File: src/design/rob_pkg.sv
// Reorder buffer shared definitions

package rob_pkg;

  // Buffer geometry
  localparam int ROB_SIZE_BITS = 4;
  localparam int ROB_DEPTH     = 2 ** ROB_SIZE_BITS;

  // Result buses and commit buses come in the same number
  localparam int NUM_BUSES = 2;

  // Data values and instruction addresses
  typedef logic [31:0] word_t;

  // Architectural register number
  typedef logic [4:0] reg_addr_t;

  // Slot index into the circular buffer
  typedef logic [ROB_SIZE_BITS-1:0] rob_index_t;

  // Occupancy needs one extra bit to reach ROB_DEPTH
  typedef logic [ROB_SIZE_BITS:0] rob_count_t;

  // Commit bus number
  typedef logic bus_sel_t;

  // Life of one buffer entry
  typedef enum logic [1:0] {
    WAITING   = 2'd0,
    COMPLETED = 2'd1,
    IGNORE    = 2'd2
  } record_status_e;

endpackage

File: src/design/arch_regfile.sv
// Architectural register file

`timescale 1ns/10ps

module arch_regfile import rob_pkg::*; (
  input  logic      cs,
  input  logic      i_reset,
  input  logic      i_write,
  input  reg_addr_t i_write_addr,
  input  word_t     i_write_data,
  input  reg_addr_t i_rd_addr,
  output word_t     o_rd_data
);

  localparam int NUM_REGS = 32;

  word_t regs [NUM_REGS];

  // Commit write port
  always_ff @(posedge cs) begin
    if (i_reset) begin
      for (int i = 0; i < NUM_REGS; i++) begin
        regs[i] <= '0;
      end
    end else if (i_write && i_write_addr != '0) begin
      // x0 is never written
      regs[i_write_addr] <= i_write_data;
    end
  end

  // Asynchronous read, x0 hardwired to zero
  always_comb begin
    if (i_rd_addr == '0) begin
      o_rd_data = '0;
    end else begin
      o_rd_data = regs[i_rd_addr];
    end
  end

endmodule

File: config.mk
export PLATFORM = sky130hd
export DESIGN_NAME = arch_regfile
export DESIGN_NICKNAME = d
export VERILOG_FILES = /design/src/design/rob_pkg.sv /design/src/design/arch_regfile.sv
export SDC_FILE = /design/constraint.sdc
export NUM_CORES = 1
export LEC_CHECK = 0
export CAP_MARGIN = 0
export CORE_MARGIN = 5
export CORE_UTILIZATION = 45
export CTS_CLUSTER_DIAMETER = 100
export DETAILED_ROUTE_END_ITERATION = 12
export DONT_BUFFER_PORTS = 1
export GPL_TIMING_DRIVEN = 0
export HOLD_SLACK_MARGIN = 0.1
export MAX_ROUTING_LAYER = met4
export PLACE_DENSITY = 0.62
export SLEW_MARGIN = 25
export SYNTH_ARGS = -nofsm -noshare
export SYNTH_HDL_FRONTEND = slang
export SYNTH_SLANG_ARGS = --single-unit
File: constraint.sdc
create_clock -name cs -period 4.2 [get_ports cs]
set_input_delay 0.84 -clock cs [delete_from_list [all_inputs] [get_ports cs]]
set_output_delay 0.84 -clock cs [all_outputs]
set_load 0.03 [all_outputs]
; ---- Yosys cells after proc, flatten, opt, wreduce, memory -nomap -nowiden
; Memories as Yosys holds them, arrays and structs flattened.
; Index checks and enable logic that the tools add are counted.
[totals]
reg_bits = 0
mem_bits_rw = 1024
elab_cells = 14
latchBits = 0
mem_bits_ro = 0
inputBits = 45
n_memories = 1
[classes]
n_lt_le_gt_ge = 0
n_mul = 0
shift = 0
add_sub_neg = 0
n_div = 0
n_bitwise = 0
n_mux = 9
eq_ne = 0
reduce_logical = 4
[memory_table]
columns = name, words, word_bits, read_ports, rd_clocked_by_memory_dff, wr, line
row1 = regs, 32, 32, 1, 0, 32, arch_regfile.sv:17  ; word_t regs [NUM_REGS];
[ops]
columns = operator, count
row1 = 32-bit 2-to-1 mux, 2
row2 = 32-bit OR reduction, 1
row3 = 1-bit 2-to-1 mux, 6
row4 = 5-bit logical NOT, 1
row5 = 5-bit 2-to-1 mux, 1
row6 = 5-bit nonzero test, 1
row7 = 1-bit logical AND, 1

; ---- Longest topological paths before layout
; Gate-level depths: netlist of the first run.
[depth]
depth_word = 7
depth_mapped = 7

; ---- Worst setup path after synthesis of the first run
; OpenSTA, ideal clock, no wires.
[synth_timing]
kind = input to output
from = in i_rd_addr[2]
to = out o_rd_data[18]
n_path_buf = 3
required_ps = 3360
setup_slack_ps = 725
arrival_time_ps = 2635
stages = 7
cell_sequence = buf_4 buf_6 buf_4 mux2i_1 a221oi_1 o21ai_1 a311oi_1
[synth_between]
elab_chain_len = 2
word_cells_on_any_way = 3
[synth_rtl]
columns = item, line
row1 = from (decl), arch_regfile.sv:11  ; input reg_addr_t i_rd_addr,
row2 = memory read 32 x 32 bit or 5-bit logical NOT (tied branches), n/a
row3 = 32-bit 2-to-1 mux (*), arch_regfile.sv:33  ; if (i_rd_addr == '0) begin
row4 = to (decl), arch_regfile.sv:12  ; output word_t o_rd_data
; Every way passes the cells marked *; elsewhere a longest branch is shown, timed or not.

; ---- Worst setup path in the final report of the first run
[layout_timing]
from = in i_rd_addr[0]
to = out o_rd_data[6]
; The elaborated chain is that of the path after synthesis.

==> results.yml, run 1 <==
grt:
  grt_pass1_wl_um: 189700
  grt_max_degree: 33
  grt_usage: 0.2463
  overflow: 0
  antenna_found_initial: 4
  grt_pass1_vias: 26890
run:
  max_cap_viol_count: 0
place:
  io_buffers: 0
  dp_hpwl_um: 94250
  gp_congestion: 0.9400
  dp_slack_ns: -0.4852
  place_area_um2: 48470
  numPlacedInstances: 4351
clock_tree:
  post_cts_buffers: 0
  cts_hold_buf: 0
  clk_pin_slew_ns: 0.06
  cts_max_level: 3
  cts-root-buf: "clkbuf_16"
  numClockSinks: 1024
  numCtsBuffers: 104
  tritoncts: "yes"
  clock_path_buffers: 3
final_layout:
  multiInputGateArea_um2: 14920
  syn_to_final_growth_pct: 12.59
  utilization: 0.5115
  largest_register_ff_count: 1024
  fin_area_um2: 52270
  top_regs: "regs x1024"
  nets: 3135
  fin_cells: 4555
  seq_area_um2: 30750
  regMostFlops: "regs"
  n_fill_cell: 8569
  drive_above_1_share: 0.1784
sta:
  timing.fmax_mhz: 236.7
  max_slew_margin: 0.2328
  final.setup.tns_ns: -0.02462
  slew_violations: 0
  whs_ns: 0.3626
  post-route-min-period_ns: 4.225
  hold_viol_final: 0
  setup_slack_ns: -0.02462
  fin_crit_sh: 1.006
  setup_viol: 1
  tightest_slew_ns: 1.151
setup_path:
  crit_path_end_kind: "output port"
  required_ns: 3.36
  critPathLaunchType: "input port"
  crit_top_cell: "buf_4"
  worstPathCellList: "buf_2 > inv_2 > buf_4 > buf_4 > clkbuf_4 > o2111ai_1 > a311oi_2"
  cpMaxStageDelayCell: "a311oi_2"
  worst-endpoint-arrival_ns: 3.38
  critPathTopFamily: "buffers and inverters"
  crit_fanout: 10
  timing.critical_path.buf_inv: 5
  crit_type: "in -> out"
  slowest_delay_ns: 0.86
pwr:
  ir_drop_mv: 0.3533
  power.density_nw_per_um2: 444.9
  p_total_mw: 23.25
  leakagePower_nw: 17.76
die:
  die-width_um: 331.2
  pin_count: 77
  fp-row-count: 117
  core_area_um2: 102200
  die_area_um2: 109700
  dieHeight_um: 331.2
  initial_core_util: 0.4544
worst_hold_path:
  min_path_type: "in -> reg"
routing:
  wirelength_um: 134100
  drc: 0
  drt-wirelength-per-cell_um: 29.43
  drt_first_pass_iters: 6
  vias: 26400
  ant_nets: 0
  drt-initial-drc-count: 2932
  avgViaCountPerCell: 5.795
logic_synthesis:
  yosysTopAreaCellShare: 0.6623
  synth-seq-cells: 1024
  post_synth.cell_area_avg_um2: 15.73
  syn_inst: 2951
  yosysUniqueCellTypes: 34
  yosysTopAreaCell: "edfxtp_1"
  syn_area_um2: 46430
  yosysWarnings: 0
  yosysSeqAreaShare: 0.6623
  ys_top_cells_by_area: "edfxtp_1 (66%), and2_1 (13%), mux4_2 (11%)"
status:
  status: "finished, violations left"
  violations: "negative setup slack"
## cells in the final DEF, fill, tap and decap left out, types with 12 or more instances in the layout
cell type / count
mux2_2: 32
mux4_2: 224
and2_1: 993
clkbuf_16: 109
a221oi_1: 22
or2_2: 22
clkinv_1: 24
mux2i_1: 64
a22oi_1: 32
buf_2: 35
a211oi_1: 32
o21ai_1: 55
nand2_1: 20
nor2b_1: 32
bufinv_16: 12
buf_6: 16
clkinv_2: 25
edfxtp_1: 1024
conb_1: 32
buf_4: 24
nor2_1: 32
a311oi_4: 22
clkbuf_1: 228
## cell families (layout without fill, tap and decap cells)
family,count (synthesis),after routing,share of synthesized area
AO/OA/AOI/OAI,183,183,0.02835
buffers and inverters,296,493,0.02938
flip-flops,1024,1024,0.6623
multiplexers,320,320,0.1302
other,1,40,0.00008077
AND/OR/NAND/NOR,1127,1127,0.1496
## path summary, 6_finish.rpt
kind                             start      endpoint  slack (ns)  cells past startpoint
worst max-delay path      i_rd_addr[0]  o_rd_data[6]       -0.02                      7
worst min-delay path  i_write_data[12]   regs[4][12]        0.36                      1
## power breakdown
part           internal, mW  total [mW]  leakage, nW  switching (mW)
combinational         0.662        1.90         6.33            1.24
clock                  5.45        9.41         1.68            3.96
sequential             11.8        11.9         9.75           0.148
total                  17.9        23.3         17.8            5.35
## metal layers
metal,up-vias,GRT usage,part of all wire
met5,-,-,0
met4,0,0.06348,0.029
met3,207,0.07118,0.10
met2,1178,0.3840,0.48
met1,13820,0.3217,0.39
li1,11200,-,-
## synth_stat cells
library cell  count
edfxtp_1       1024
and2_1          993
mux4_2          224
clkbuf_1        219
mux2i_1          64
o21ai_1          53
buf_2            37
nor2_1           33
nor2b_1          33
a211oi_1         32
a22oi_1          32
a311oi_1         32
mux2_2           32
or2_2            31
a221oi_1         23
buf_4            23
nand2_1          20
buf_6            16
o2111ai_1         9
nand3b_1          3
nand2b_1          2
nor2_2            2
o21ai_0           2
or3b_1            2
conb_1            1
inv_2             1
nand3_1           1
nand4b_1          1
nand4bb_1         1
nor2b_4           1
nor3b_1           1
or2_0             1
or3_1             1
or4_4             1
## what timing repair did
| action | CTS | global route |
|---|---|---|
| resized for setup | 26 | 14 |
| pin swaps | 1 | 2 |
| setup endpoints to repair | 31 | 15 |
## final cells by class
| cell class | instances | area share |
|---|---|---|
| Antenna cell | 8 | 0.0003830 |
| Buffer | 294 | 0.02624 |
| Clock buffer | 125 | 0.05333 |
| Clock inverter | 70 | 0.01235 |
| Inverter | 1 | 0.00007181 |
| Multi-Input combinational cell | 1662 | 0.2855 |
| Sequential cell | 1024 | 0.5883 |
| Tap cell | 1368 | 0.03275 |
| Timing Repair Buffer | 3 | 0.001149 |
(Power assumes the default switching activity.)
==> run 2: changes to the inputs <==
--- a/config.mk
+++ b/config.mk
@@ -8,6 +8,7 @@
 export CAP_MARGIN = 0
 export CORE_MARGIN = 5
 export CORE_UTILIZATION = 45
+export CTS_BUF_LIST = sky130_fd_sc_hd__clkbuf_4 sky130_fd_sc_hd__clkbuf_8 sky130_fd_sc_hd__clkbuf_16
 export CTS_CLUSTER_DIAMETER = 100
 export DETAILED_ROUTE_END_ITERATION = 12
 export DONT_BUFFER_PORTS = 1
@@ -15,7 +16,7 @@
 export HOLD_SLACK_MARGIN = 0.1
 export MAX_ROUTING_LAYER = met4
 export PLACE_DENSITY = 0.62
-export SLEW_MARGIN = 25
+export SLEW_MARGIN = 20
 export SYNTH_ARGS = -nofsm -noshare
 export SYNTH_HDL_FRONTEND = slang
 export SYNTH_SLANG_ARGS = --single-unit
==> run 2 against run 1 <==
  * The flow now finishes without violations
  * Global-route usage hardly changed
  * Cell count is 0.13% lower
  * Clock power hardly changed
  * Power is 0.14% lower
  * Setup slack better by 0.026 ns
  * Critical endpoint is now o_rd_data[11]
  * Largest power group unchanged
  * Highest routed layer unchanged
==> results.yml, run 2 (synthesis gave the netlist of run 1 again) <==
setup_path:
  critical_path.endpoint: "o_rd_data[11]"
  critPathTopFamily: "buffers and inverters"
  crit_path_start: "i_rd_addr[0]"
  required_ns: 3.36
  worst-endpoint-arrival_ns: 3.36
  critPathLaunchType: "input port"
  cpMaxStageDelayCell: "a311oi_4"
  worstPathCellList: "clkbuf_4 > buf_2 > nor2b_2 > buf_2 > a22oi_1 > a311oi_4"
  crit_fanout: 10
  crit_top_cell: "buf_2"
  crit_path_end_kind: "output port"
  timing.critical_path.buf_inv: 3
  crit_cells: 6
  crit_type: "in -> out"
  slowest_delay_ns: 0.75
place:
  gp_congestion: 0.9400
  dp_slack_ns: -0.5138
  numPlacedInstances: 4351
  dp_hpwl_um: 94220
  io_buffers: 0
final_layout:
  syn_to_final_growth_pct: 12.47
  final_cell_mix: "edfxtp_1 (1024), and2_1 (993), mux4_2 (224), clkbuf_1 (214), clkbuf_16 (109)"
  regMostFlops: "regs"
  layout_commonest_cell: "edfxtp_1"
  top_regs: "regs x1024"
  largest_register_ff_count: 1024
  nets: 3135
  fin_cells: 4549
  drive_above_1_share: 0.1826
routing:
  drt-initial-drc-count: 2979
  vias: 26340
  wirelength_um: 134200
  avgViaCountPerCell: 5.789
  ant_nets: 0
  drc: 0
  drt_first_pass_iters: 6
  drt-wirelength-per-cell_um: 29.51
pwr:
  leakagePower_nw: 17.77
  seqPwrFrac: 0.514
  combPwrFrac: 0.081
  p_sw_frac: 0.2282
  power_frac_clock: 0.404
  ir_drop_mv: 0.3594
  p_total_mw: 23.22
  power.density_nw_per_um2: 444.7
  p_int_mw: 17.92
  p_sw_mw: 5.300
grt:
  grt_max_degree: 33
  antenna_found_initial: 4
  grt_usage: 0.2465
  overflow: 0
  grt_pass1_wl_um: 189800
  grt_pass1_vias: 26890
sta:
  tightest_slew_ns: 1.223
  whs_ns: 0.3623
  slew_violations: 0
  hold_viol_final: 0
  setup_slack_ns: 0.001085
  max_slew_margin: 0.1847
  setup_viol: 0
  post-route-min-period_ns: 4.199
  timing.fmax_mhz: 238.2
  fin_crit_sh: 0.9997
  rsz0062_at_grt: "false"
clock_tree:
  cts_max_level: 3
  tritoncts: "yes"
  cts_hold_buf: 0
  clock_path_buffers: 3
  numCtsBuffers: 105
  numClockSinks: 1024
  post_cts_buffers: 0
  cts-root-buf: "clkbuf_16"
  clk_pin_slew_ns: 0.06
die:
  die_area_um2: 109700
  dieHeight_um: 331.2
  die-width_um: 331.2
  fp-row-count: 117
  initial_core_util: 0.4544
  pin_count: 77
  core_area_um2: 102200
worst_hold_path:
  min_path_type: "in -> reg"
status:
  status: "finished, final reports clean"
run:
  max_cap_viol_count: 0
[run 2: cell count changes in the layout (fill, tap and decap cells not counted), moves of 2 or more]
cell,change
or2_2,+7
clkbuf_4,+28
clkinvlp_4,-2
or2_4,-7
clkbuf_1,-14
buf_12,-2
clkinv_1,-3
clkinv_2,-9
diode_2,-3
clkinv_4,+2
bufinv_16,-3
[run 2: repair_timing]
item	4_1_cts	5_1_grt
endpoints found under the setup margin	31	17
endpoints found under the hold margin	0	0
pin swaps	1	2
gates resized for setup	29	11
[run 2: power by group through the flow]
| stage | logic (mW) | clock network, mW | registers (mW) |
|---|---|---|---|
| after floorplan | 1.15 | 0 | 12.1 |
| after global placement | 1.76 | 0 | 12.1 |
| after detailed placement | 1.83 | 0 | 12.2 |
| after CTS | 1.88 | 9.46 | 11.9 |
| after global routing | 1.97 | 9.89 | 12.0 |
| final | 1.89 | 9.39 | 11.9 |
[run 2: metal layers]
metal	share of wire	GRT usage
met5	0	-
met4	0.033	0.06810
met3	0.099	0.06850
met2	0.47	0.3811
met1	0.40	0.3248
[run 2: area by class of cell]
| cell class | count | area [µm²] |
|---|---|---|
| Buffer | 295 | 1383 |
| Sequential cell | 1024 | 30750 |
| Antenna cell | 5 | 12.51 |
| Timing Repair Buffer | 1 | 20.02 |
| Tap cell | 1368 | 1712 |
| Fill cell | 8568 | 49970 |
| Multi-Input combinational cell | 1662 | 14890 |
| Clock buffer | 137 | 2938 |
| Inverter | 1 | 3.754 |
| Clock inverter | 56 | 510.5 |
[run 2: how the worst min path moves through the flow]
stage	start	to	slack (ns)	depth (start not counted)
6_report	i_write_data[6]	regs[4][6]	0.36	1
5_1_grt	i_write_data[20]	regs[4][20]	0.33	1
4_1_cts	i_write_data[21]	regs[4][21]	0.32	1
3_5_place_dp	i_write_data[4]	regs[4][4]	1.04	1
3_3_place_gp	i_write_data[25]	regs[4][25]	1.04	1
2_1_floorplan	i_write_data[31]	regs[1][31]	1.04	1
[run 2: stage by stage]
step | setup TNS [ns] | util | area (µm²)
CTS | -0.005842 | 0.5100 | 52120
floorplan | 0 | - | 46540
global route | 0 | 0.5110 | 52220
detailed placement | -9.981 | 0.4742 | 48450
global placement | -21.66 | 0.4722 | 48250
finish | 0 | 0.5110 | 52220
