<file path="config.mk">
export PLATFORM = sky130hd
export DESIGN_NAME = reorder_buffer
export DESIGN_NICKNAME = d
export VERILOG_FILES = /design/src/design/rob_pkg.sv /design/src/design/cdb_arbiter.sv /design/src/design/reorder_buffer.sv
export SDC_FILE = /design/constraint.sdc
export NUM_CORES = 2
export LEC_CHECK = 0
export BUFFER_PORTS_ARGS = -buffer_cell sky130_fd_sc_hd__buf_2
export CORE_ASPECT_RATIO = 1.4
export CORE_MARGIN = 5
export CORE_UTILIZATION = 52
export CTS_BUF_LIST = sky130_fd_sc_hd__clkbuf_4
export DETAILED_ROUTE_END_ITERATION = 16
export PLACE_DENSITY = 0.69
export SLEW_MARGIN = 20
export SYNTH_ARGS = -nofsm -noshare
export SYNTH_HDL_FRONTEND = slang
export SYNTH_HIERARCHICAL = 1
export SYNTH_SLANG_ARGS = --single-unit
</file>
<file path="constraint.sdc">
create_clock -name cs -period 8.2 [get_ports cs]
set_input_delay 2.46 -clock cs [delete_from_list [all_inputs] [get_ports cs]]
set_output_delay 2.46 -clock cs [all_outputs]
set_load 0.005 [all_outputs]
</file>
<file path="src/design/rob_pkg.sv">
// Reorder buffer shared definitions

package rob_pkg;

  // Buffer geometry
  localparam int ROB_SIZE_BITS = 4;
  localparam int ROB_DEPTH     = 2 ** ROB_SIZE_BITS;

  // Result buses and commit buses come in the same number
  localparam int NUM_BUSES = 2;

  // Data values and instruction addresses
  typedef logic [31:0] word_t;

  // Architectural register number
  typedef logic [4:0] reg_addr_t;

  // Slot index into the circular buffer
  typedef logic [ROB_SIZE_BITS-1:0] rob_index_t;

  // Occupancy needs one extra bit to reach ROB_DEPTH
  typedef logic [ROB_SIZE_BITS:0] rob_count_t;

  // Commit bus number
  typedef logic bus_sel_t;

  // Life of one buffer entry
  typedef enum logic [1:0] {
    WAITING   = 2'd0,
    COMPLETED = 2'd1,
    IGNORE    = 2'd2
  } record_status_e;

endpackage

</file>
<file path="src/design/cdb_arbiter.sv">
// Commit bus arbiter

`timescale 1ns/10ps

module cdb_arbiter import rob_pkg::*; (
  input  logic                 cs,
  input  logic                 i_reset,
  input  logic                 i_request,
  input  logic [NUM_BUSES-1:0] i_bus_busy,
  output logic                 o_grant,
  output bus_sel_t             o_bus
);

  logic [NUM_BUSES-1:0] bus_free;
  bus_sel_t             last_used;

  assign bus_free = ~i_bus_busy;

  // Grant needs a request and at least one idle bus
  assign o_grant = i_request && (bus_free != '0);

  always_comb begin
    if (bus_free == 2'b11) begin
      // Both idle, take the one not used last
      o_bus = ~last_used;
    end else if (bus_free[1]) begin
      o_bus = 1'b1;
    end else begin
      o_bus = 1'b0;
    end
  end

  // Remember the last granted bus for round robin
  always_ff @(posedge cs) begin
    if (i_reset) begin
      // First tie goes to bus 0
      last_used <= 1'b1;
    end else if (o_grant) begin
      last_used <= o_bus;
    end
  end

endmodule

</file>
<file path="src/design/reorder_buffer.sv">
// Reorder buffer with in-order commit

`timescale 1ns/10ps

module reorder_buffer import rob_pkg::*; (
  input  logic                 cs,
  input  logic                 i_reset,
  // Issue slot 0
  input  logic                 i_issue0_valid,
  input  word_t                i_issue0_pc,
  input  reg_addr_t            i_issue0_rd,
  input  logic                 i_issue0_writes,
  input  logic                 i_issue0_jumps,
  input  logic                 i_issue0_tag,
  // Issue slot 1
  input  logic                 i_issue1_valid,
  input  word_t                i_issue1_pc,
  input  reg_addr_t            i_issue1_rd,
  input  logic                 i_issue1_writes,
  input  logic                 i_issue1_jumps,
  input  logic                 i_issue1_tag,
  // Result buses
  input  logic                 i_res0_valid,
  input  word_t                i_res0_pc,
  input  word_t                i_res0_result,
  input  word_t                i_res0_target,
  input  logic                 i_res1_valid,
  input  word_t                i_res1_pc,
  input  word_t                i_res1_result,
  input  word_t                i_res1_target,
  input  logic [NUM_BUSES-1:0] i_bus_busy,
  output logic                 o_full,
  output logic                 o_jmp_write,
  output word_t                o_jmp_address,
  // Commit port
  output logic                 o_commit_valid,
  output bus_sel_t             o_commit_bus,
  output reg_addr_t            o_commit_rd,
  output word_t                o_commit_result,
  output logic                 o_commit_writes
);

  // Entry fields
  record_status_e status [ROB_DEPTH];
  word_t          pc     [ROB_DEPTH];
  word_t          result [ROB_DEPTH];
  word_t          target [ROB_DEPTH];
  reg_addr_t      rd     [ROB_DEPTH];
  logic           writes [ROB_DEPTH];
  logic           jumps  [ROB_DEPTH];
  logic           tag    [ROB_DEPTH];

  rob_index_t     head;
  rob_index_t     tail;
  rob_index_t     tail_next;
  rob_count_t     count;

  logic [ROB_DEPTH-1:0] hit0;
  logic [ROB_DEPTH-1:0] hit1;

  logic           request;
  logic           grant;
  bus_sel_t       grant_bus;
  logic           pop;
  logic           jump_commit;
  logic           mispredict;
  logic           accept0;
  logic           accept1;
  logic [1:0]     num_in;

  cdb_arbiter u_arbiter (
    .cs        (cs),
    .i_reset   (i_reset),
    .i_request (request),
    .i_bus_busy(i_bus_busy),
    .o_grant   (grant),
    .o_bus     (grant_bus)
  );

  // Result match against every waiting entry
  always_comb begin
    for (int i = 0; i < ROB_DEPTH; i++) begin
      hit0[i] = i_res0_valid && status[i] == WAITING && pc[i] == i_res0_pc;
      hit1[i] = i_res1_valid && status[i] == WAITING && pc[i] == i_res1_pc;
    end
  end

  assign request = (count != '0) && status[head] == COMPLETED;

  // Skipped entries leave one per cycle with no commit
  assign pop = (count != '0) && (grant || status[head] == IGNORE);

  assign jump_commit = grant && jumps[head];
  assign mispredict  = jump_commit && target[head] != word_t'(pc[head] + 32'd4);

  // Less than two free slots
  assign o_full = count > rob_count_t'(ROB_DEPTH - 2);

  // Issue is dropped on the redirect edge
  assign accept0   = i_issue0_valid && !o_full && !mispredict;
  assign accept1   = accept0 && i_issue1_valid;
  assign num_in    = {1'b0, accept0} + {1'b0, accept1};
  assign tail_next = tail + rob_index_t'(1);

  assign o_commit_valid  = grant;
  assign o_commit_bus    = grant_bus;
  assign o_commit_rd     = rd[head];
  assign o_commit_result = result[head];
  assign o_commit_writes = grant && writes[head];

  // Status, tags, pointers and redirect strobe
  always_ff @(posedge cs) begin
    if (i_reset) begin
      for (int i = 0; i < ROB_DEPTH; i++) begin
        status[i] <= IGNORE;
        tag[i]    <= 1'b0;
      end
      head        <= '0;
      tail        <= '0;
      count       <= '0;
      o_jmp_write <= 1'b0;
    end else begin
      for (int i = 0; i < ROB_DEPTH; i++) begin
        if (hit0[i] || hit1[i]) begin
          status[i] <= COMPLETED;
        end
      end

      if (mispredict) begin
        // Drop everything issued under the wrong path
        for (int i = 0; i < ROB_DEPTH; i++) begin
          if (tag[i]) begin
            status[i] <= IGNORE;
            tag[i]    <= 1'b0;
          end
        end
      end else if (jump_commit) begin
        for (int i = 0; i < ROB_DEPTH; i++) begin
          tag[i] <= 1'b0;
        end
      end

      if (pop) begin
        status[head] <= IGNORE;
      end

      // New entries start waiting
      if (accept0) begin
        status[tail] <= WAITING;
        tag[tail]    <= i_issue0_tag;
      end
      if (accept1) begin
        status[tail_next] <= WAITING;
        tag[tail_next]    <= i_issue1_tag;
      end

      head        <= head + rob_index_t'(pop);
      tail        <= tail + rob_index_t'(num_in);
      count       <= count + rob_count_t'(num_in) - rob_count_t'(pop);
      o_jmp_write <= mispredict;
    end
  end

  // Entry payload and redirect address
  always_ff @(posedge cs) begin
    for (int i = 0; i < ROB_DEPTH; i++) begin
      if (hit0[i]) begin
        result[i] <= i_res0_result;
        if (jumps[i]) begin
          target[i] <= i_res0_target;
        end
      end
      // Bus 1 wins when both carry the same pc
      if (hit1[i]) begin
        result[i] <= i_res1_result;
        if (jumps[i]) begin
          target[i] <= i_res1_target;
        end
      end
    end

    if (accept0) begin
      pc[tail]     <= i_issue0_pc;
      rd[tail]     <= i_issue0_rd;
      writes[tail] <= i_issue0_writes;
      jumps[tail]  <= i_issue0_jumps;
    end
    if (accept1) begin
      pc[tail_next]     <= i_issue1_pc;
      rd[tail_next]     <= i_issue1_rd;
      writes[tail_next] <= i_issue1_writes;
      jumps[tail_next]  <= i_issue1_jumps;
    end

    if (mispredict) begin
      o_jmp_address <= target[head];
    end
  end

endmodule

</file>
# Yosys cells after proc, flatten, opt, wreduce, memory -nomap -nowiden
# Memory sizes are Yosys's and may differ from the RTL's. A register that Yosys moved wholly into a read port is not among the register bits.
# Cells that the tools add are included.
[totals]
ff_bits = 47
ramBits = 1696
input_bits = 280
out_inout_bits = 74
elab_cells = 644
n_memories = 8
[op_classes]
n_addsub = 7
n_lt_le_gt_ge = 1
n_eq_ne = 36
muxes = 378
n_bitwise = 98
n_reduce_logical = 110
[mem_list]
columns = ["memory", "words", "width", "read_ports", "rd_clocked_by_memory_dff", "wr", "line_no", "text"]
rows = [
  ["pc", 16, 32, 17, 1, 2, "reorder_buffer.sv:45", "word_t pc [ROB_DEPTH];"],
  ["result", 16, 32, 1, 1, 16, "reorder_buffer.sv:46", "word_t result [ROB_DEPTH];"],
  ["target", 16, 32, 1, 1, 16, "reorder_buffer.sv:47", "word_t target [ROB_DEPTH];"],
  ["rd", 16, 5, 1, 1, 2, "reorder_buffer.sv:48", "reg_addr_t rd [ROB_DEPTH];"],
  ["status", 16, 2, 17, 1, 19, "reorder_buffer.sv:44", "record_status_e status [ROB_DEPTH];"],
  ["jumps", 16, 1, 17, 1, 2, "reorder_buffer.sv:50", "logic jumps [ROB_DEPTH];"],
  ["+2 memories", "n/a", "n/a", "n/a", "n/a", "n/a", "n/a", ""],
]
[op_table]
columns = ["operator", "count"]
rows = [
  ["== test 32 bit", 32],
  ["two-way mux 32 bit", 32],
  ["two-way mux 1 bit", 307],
  ["bitwise OR 1 bit", 96],
  ["logical AND 1 bit", 73],
  ["two-way mux 2 bit", 32],
  ["adder 32 x 3 -> 32 bit (second input constant)", 1],
  ["logical NOT 2 bit", 16],
  ["inequality test 32 bit", 1],
  ["two-way mux 4 bit", 7],
  ["logical OR 1 bit", 17],
  ["adder 5 x 2 -> 5 bit", 1],
  ["greater-than comparator 5 x 4 -> 1 bit (second input constant)", 1],
  ["nonzero test 5 bit", 1],
  ["subtractor 5 x 1 -> 5 bit", 1],
  ["adder 4 x 1 -> 4 bit", 1],
  ["adder 4 x 1 -> 4 bit (second input constant)", 1],
  ["adder 4 x 2 -> 4 bit", 1],
  ["== test 2 bit (second input constant)", 2],
  ["adder 1 x 1 -> 2 bit", 1],
  ["== test 2 x 1 -> 1 bit (second input constant)", 1],
  ["logical NOT 1 bit", 2],
  ["inverter 2 bit", 1],
  ["nonzero test 2 bit", 1],
  ["inverter 1 bit", 1],
]

# Depth between registers and ports, before layout
[depth]
depth_word = 11
ltp_mapped = 29

# Modules after synthesis
# The synthesis kept the hierarchy.
[modules_own_cells]
columns = ["module", "instances", "cells_each", "area_per_inst_um2", "seq_area_each_um2"]
rows = [
  ["reorder_buffer", 1, 6688, 100315.0, 51849.7],
  ["cdb_arbiter", 1, 8, 67.6, 20.0],
]

# Least setup slack after synthesis
# OpenSTA, ideal clock, no wires.
[synth_timing]
path_kind = "flip-flop to flip-flop"
startpoint = "register, netlist name head[0]"
endpoint = "memory jumps[11] (enable)"
arrival_ns = 6.494
required_ns = 7.765
slack_ns = 1.271
path_stages_with_launch = 20
synth_period_minus_slack_ns = 6.929
path_cell_list = "dfxtp_1 -> buf_6 -> buf_6 -> buf_6 -> buf_6 -> buf_4 -> buf_4 -> buf_2 -> clkbuf_1 -> mux4_2 -> mux4_2 -> inv_1 -> nor3_1 -> a21boi_0 -> nand2_1 -> clkbuf_1 -> clkbuf_1 -> clkbuf_1 -> o211ai_1 -> nor2_1"
[synth_lines]
columns = ["element", "line_no"]
rows = [
  ["end, declared", "reorder_buffer.sv:50"],
]

==> PnR_summary.wiki <==
{| class="wikitable"
! Metric !! Value
|-
| Layout area overhead || 11.4%
|-
| Global-route usage over all layers || 0.481
|-
| Fraction of layout instances using a drive strength above 1 || 0.481
|-
| Initial antenna violation count || 103
|-
| Unrepaired setup endpoints after global routing || false
|-
| Final Hold Fails || 0
|-
| Post-cts gate resize count || 0
|-
| Ordered cell list for the critical path || nor2b_4, buf_4, a22o_1, nor2_1, nand4b_1, or4b_2, or3_1, o31ai_1, nand4_1, nor4_4, buf_4, buf_4, o21ai_2, buf_4, buf_4, nor2_4, buf_12
|-
| Placement Rows || 190
|-
| Overall die width || 381 um
|-
| DRC violations left || 0
|-
| Total number of yosys warnings || 6
|-
| Ys async rst share || 0
|-
| Worst setup SP type || flip-flop
|-
| Synthesized area per cell || 15.0 sq um
|-
| Combined area of all synthesized cells || 0.100 sq mm
|-
| DR top layer || met5
|-
| Final critical delay including setup and external delays || 8.18 ns
|-
| Number of CTS-inserted buffers || 435
|-
| Type of element capturing the critical path || flip-flop
|-
| Source of the worst register-to-register timing path || head[3]$_SDFF_PP0_
|-
| Dominant cells by area after synthesis || sky130_fd_sc_hd__edfxtp_1 51%, sky130_fd_sc_hd__mux2_2 18%, sky130_fd_sc_hd__mux4_2 11%, sky130_fd_sc_hd__xor2_1 5.1%, sky130_fd_sc_hd__xnor2_1 4.2%
|-
| Detailed-placement wirelength estimate || 347000 um
|-
| Number of levels the H-tree was split into || 5
|-
| Clock net sink count || 1743
|-
| Max-slew violation count || 0
|-
| Detail Route met2 WL || 213000 um
|-
| Starting density of the core || 0.523
|-
| Biggest cell delay along the critical path || 0.85 ns
|-
| LEAKAGE || 37.4 nW
|-
| WL final || 494000 um
|-
| Met1 Wirelength || 168000 um
|-
| Post-route clock skew || 0.194 ns
|-
| Number of global-route vias before repair || 69.8k
|-
| Detailed route wirelength on metal3 || 60800 um
|-
| CTS max path bufs || 4
|-
| Most area-hungry cell type in the Yosys netlist || sky130_fd_sc_hd__edfxtp_1
|-
| Area share of the leading cell type in the synthesized netlist || 0.507
|-
| Final core utilization || 0.583
|-
| Origin of the worst setup path || head[3]$_SDFF_PP0_
|-
| Synthesized Nets || 6992
|-
| Violations in the final reports || max-capacitance violations
|-
| Detailed Routing Iterations Pass 1 || 6
|-
| Library cells used by synthesis || 80
|-
| Worst Path Class, Setup || flip-flop to flip-flop
|-
| Maximum vdd ir drop || 0.193 mV
|-
| Predominant post-synthesis flop cell || sky130_fd_sc_hd__edfxtp_1
|-
| Worst-Skew Late Latency || 1.38 ns
|-
| Via count || 72.6k
|-
| Required time of the worst setup path || 9.07 ns
|-
| Final-layout worst hold slack || 0.531 ns
|-
| Maximum fanout along the worst path || 54
|-
| Setup_tns || 0 ns
|-
| Total overflow reported by the global router || 0
|-
| Final setup fails || 0
|-
| Critical-path top delay cell || sky130_fd_sc_hd__or4b_2
|-
| Total power per unit cell area || 222 mW/mm^2
|-
| Hold WC Path Type || flip-flop to flip-flop
|-
| Clock root buffer master || sky130_fd_sc_hd__clkbuf_4
|-
| Measured slew at the worst slew-check pin || 1.49 ns
|-
| # port buffers || 353
|-
| Floorplan die area || 0.202 sq mm
|-
| # IOs || 354
|-
| Final period utilization || 0.997
|-
| Number of buffers inserted by post-CTS setup repair || 0
|-
| Via density || 7.26
|-
| Clock tree from TritonCTS || done
|-
| Per-cell routed wire length || 49.4 um
|-
| Clock slew seen by the registers of the worst setup and hold paths || 0.07 ns
|-
| Wire length of the first global-routing pass || 649000 um
|-
| Overall power consumption || 24.8 mW
|-
| Sequential cell area fraction in the yosys report || 0.517
|-
| Core area || 0.192 sq mm
|-
| Synthesis-stage register bit count || 1743
|-
| Largest net degree at the start of global routing || 125
|-
| Placer congestion estimate || 1.16
|-
| Post-Synthesis Cells || 6696
|-
| Buffers and inverters on the worst path || 6
|-
| Result of the run || complete, but fails checks
|-
| Crit-path leading delay family || simple AND/OR/NAND/NOR gates
|-
| Launch instance of the worst min-delay path || status[9][0]$_SDFFE_PP0P_
|-
| Worst path arrival time || 9.05 ns
|-
| Cell type with the highest occurrence count on the critical path || sky130_fd_sc_hd__buf_4
|-
| Residual antenna-violating net count after detailed routing || 0
|-
| Max cap viols || 1
|-
| Layout net count || 7419
|-
| Violation count after the first detailed-routing iteration || 11.6k
|-
| Die Y-Extent || 530 um
|-
| Count of hold-fix buffers inserted at cts || 0
|-
| Max Clock Freq || 0.122 GHz
|-
| EDFF count, synth || 1696
|-
| Worst relative slew slack || 0.00473
|-
| Number of fill cells in the layout || 15.1k
|}
Yosys cell counts, types with 5 or more instances:
cell type	instances
sky130_fd_sc_hd__edfxtp_1	1696
sky130_fd_sc_hd__mux2_2	1576
sky130_fd_sc_hd__xor2_1	582
sky130_fd_sc_hd__mux4_2	491
sky130_fd_sc_hd__xnor2_1	481
sky130_fd_sc_hd__clkbuf_1	436
sky130_fd_sc_hd__nand4_1	195
sky130_fd_sc_hd__nor4_1	177
sky130_fd_sc_hd__nor2_1	135
sky130_fd_sc_hd__buf_1	111
sky130_fd_sc_hd__nand2_1	102
sky130_fd_sc_hd__buf_2	70
sky130_fd_sc_hd__mux2_4	60
sky130_fd_sc_hd__nor3_1	56
sky130_fd_sc_hd__a22oi_1	52
sky130_fd_sc_hd__inv_1	48
sky130_fd_sc_hd__dfxtp_1	47
sky130_fd_sc_hd__nand3_1	35
sky130_fd_sc_hd__o21ai_0	29
sky130_fd_sc_hd__a21oi_1	27
sky130_fd_sc_hd__buf_6	24
sky130_fd_sc_hd__and2_1	18
sky130_fd_sc_hd__buf_4	16
sky130_fd_sc_hd__ha_1	14
sky130_fd_sc_hd__nand2b_1	13
sky130_fd_sc_hd__nor2b_1	13
sky130_fd_sc_hd__and4_1	12
sky130_fd_sc_hd__mux2_1	12
sky130_fd_sc_hd__o31ai_1	12
sky130_fd_sc_hd__o2111ai_1	9
sky130_fd_sc_hd__o221ai_1	8
sky130_fd_sc_hd__a31oi_1	7
sky130_fd_sc_hd__a22o_1	6
sky130_fd_sc_hd__o2111ai_2	6
sky130_fd_sc_hd__o211a_1	6
sky130_fd_sc_hd__o21a_1	6
sky130_fd_sc_hd__o311ai_0	6
sky130_fd_sc_hd__o32a_1	6
sky130_fd_sc_hd__or2_2	6
sky130_fd_sc_hd__or3_1	6
sky130_fd_sc_hd__nand3b_1	5
sky130_fd_sc_hd__nor3b_1	5
sky130_fd_sc_hd__o31a_1	5
layout make-up:
type,count,area [sq um],area share
repair buffers,647,4800,0.0429
flip-flops and latches,1743,51900,0.464
diodes,66,165,0.00148
clock buffers,620,4650,0.0416
clock inverters,129,711,0.00636
well taps,2496,3120,0.0279
multi-input cells,4246,46300,0.414
inverters,50,188,0.00168
per-layer routing:
metal,vias to the layer above,GRT usage
li1,27200,-
met1,37000,0.576
met2,6541,0.710
met3,1790,0.161
met4,64,0.388
met5,-,0
worst min-delay path, stage by stage (launching register included):
cell and delay, ns:
sky130_fd_sc_hd__dfxtp_1 0.33, sky130_fd_sc_hd__nor2_1 0.10, sky130_fd_sc_hd__nor3_1 0.05
cells by family after synthesis:
family	Yosys count	synth area share
muxes	2143	0.298
DFF	1743	0.517
and+or+nand+nor	799	0.0439
xor gates and xnor gates	1063	0.0927
buffers and inverters	707	0.0297
AOI/OAI and AO/OA	225	0.0171
adders and majority gates	16	0.00214
through the flow:
| step | std cells | cell area [sq um] | setup WS (ns) |
|---|---|---|---|
| 2_1_floorplan | 6696 | 100000 | 1.27 |
| 3_3_place_gp | 9180 | 106000 | 1.05 |
| 3_5_place_dp | 9181 | 106000 | 1.10 |
| 4_1_cts | 9930 | 112000 | 0.622 |
| 5_1_grt | 9941 | 112000 | 0.0223 |
| 6_report | 9997 | 112000 | 0.0240 |
state kept, by name, summed over array words and instances, names as in the netlist, 16 cells and up:
name	cells
pc	512
writes	16
target	512
status	32
jumps	16
tag	16
rd	80
result	512
o_jmp_address	32
worst paths after layout:
check	slack [ns]	cells after the start	end
max	0.02	17	pc[0][27]$_DFFE_PP_
min	0.53	2	status[9][0]$_SDFFE_PP0P_
max reg2reg	0.02	17	pc[0][27]$_DFFE_PP_
min reg2reg	0.53	2	status[9][0]$_SDFFE_PP0P_
cells in the final DEF, fill, tap and decap left out, types with 7 or more instances in the layout:
master / netlist / layout
sky130_fd_sc_hd__nand2_1: 102 / 84
sky130_fd_sc_hd__a21oi_1: 27 / 25
sky130_fd_sc_hd__mux2_1: 12 / 12
sky130_fd_sc_hd__xor2_1: 582 / 577
sky130_fd_sc_hd__nand3_2: 0 / 9
sky130_fd_sc_hd__a31oi_1: 7 / 7
sky130_fd_sc_hd__mux4_2: 491 / 491
sky130_fd_sc_hd__nor2_4: 0 / 9
sky130_fd_sc_hd__and2_2: 0 / 16
sky130_fd_sc_hd__buf_12: 0 / 66
sky130_fd_sc_hd__diode_2: 0 / 66
sky130_fd_sc_hd__ha_1: 14 / 14
sky130_fd_sc_hd__clkinv_1: 1 / 83
sky130_fd_sc_hd__a22oi_1: 52 / 52
sky130_fd_sc_hd__nand4_1: 195 / 195
sky130_fd_sc_hd__mux2_2: 1576 / 1576
sky130_fd_sc_hd__xnor2_1: 481 / 478
sky130_fd_sc_hd__nand2b_1: 13 / 13
sky130_fd_sc_hd__inv_2: 1 / 15
sky130_fd_sc_hd__dfxtp_1: 47 / 43
sky130_fd_sc_hd__nor4_2: 0 / 16
sky130_fd_sc_hd__nand3_1: 35 / 20
sky130_fd_sc_hd__mux2_4: 60 / 60
sky130_fd_sc_hd__clkbuf_4: 0 / 620
sky130_fd_sc_hd__nor4_1: 177 / 161
sky130_fd_sc_hd__nor2b_1: 13 / 11
sky130_fd_sc_hd__buf_4: 16 / 228
sky130_fd_sc_hd__nand2_4: 0 / 11
sky130_fd_sc_hd__o31ai_1: 12 / 12
sky130_fd_sc_hd__nor3_1: 56 / 51
sky130_fd_sc_hd__clkinv_2: 0 / 23
sky130_fd_sc_hd__nand2_2: 0 / 7
sky130_fd_sc_hd__o21ai_0: 29 / 22
sky130_fd_sc_hd__o221ai_1: 8 / 8
sky130_fd_sc_hd__buf_2: 70 / 353
sky130_fd_sc_hd__o2111ai_4: 0 / 10
sky130_fd_sc_hd__nor2_1: 135 / 125
sky130_fd_sc_hd__edfxtp_1: 1696 / 1696
sky130_fd_sc_hd__and4_1: 12 / 12
sky130_fd_sc_hd__inv_1: 48 / 41
power by group:
group / internal (mW) / leakage, nW / switching [mW]
clock network: 3.63 / 3.22 / 3.83
registers: 9.96 / 15.7 / 0.321
logic: 2.96 / 18.5 / 4.07
No activity file was read; power rests on OpenSTA's default activity.
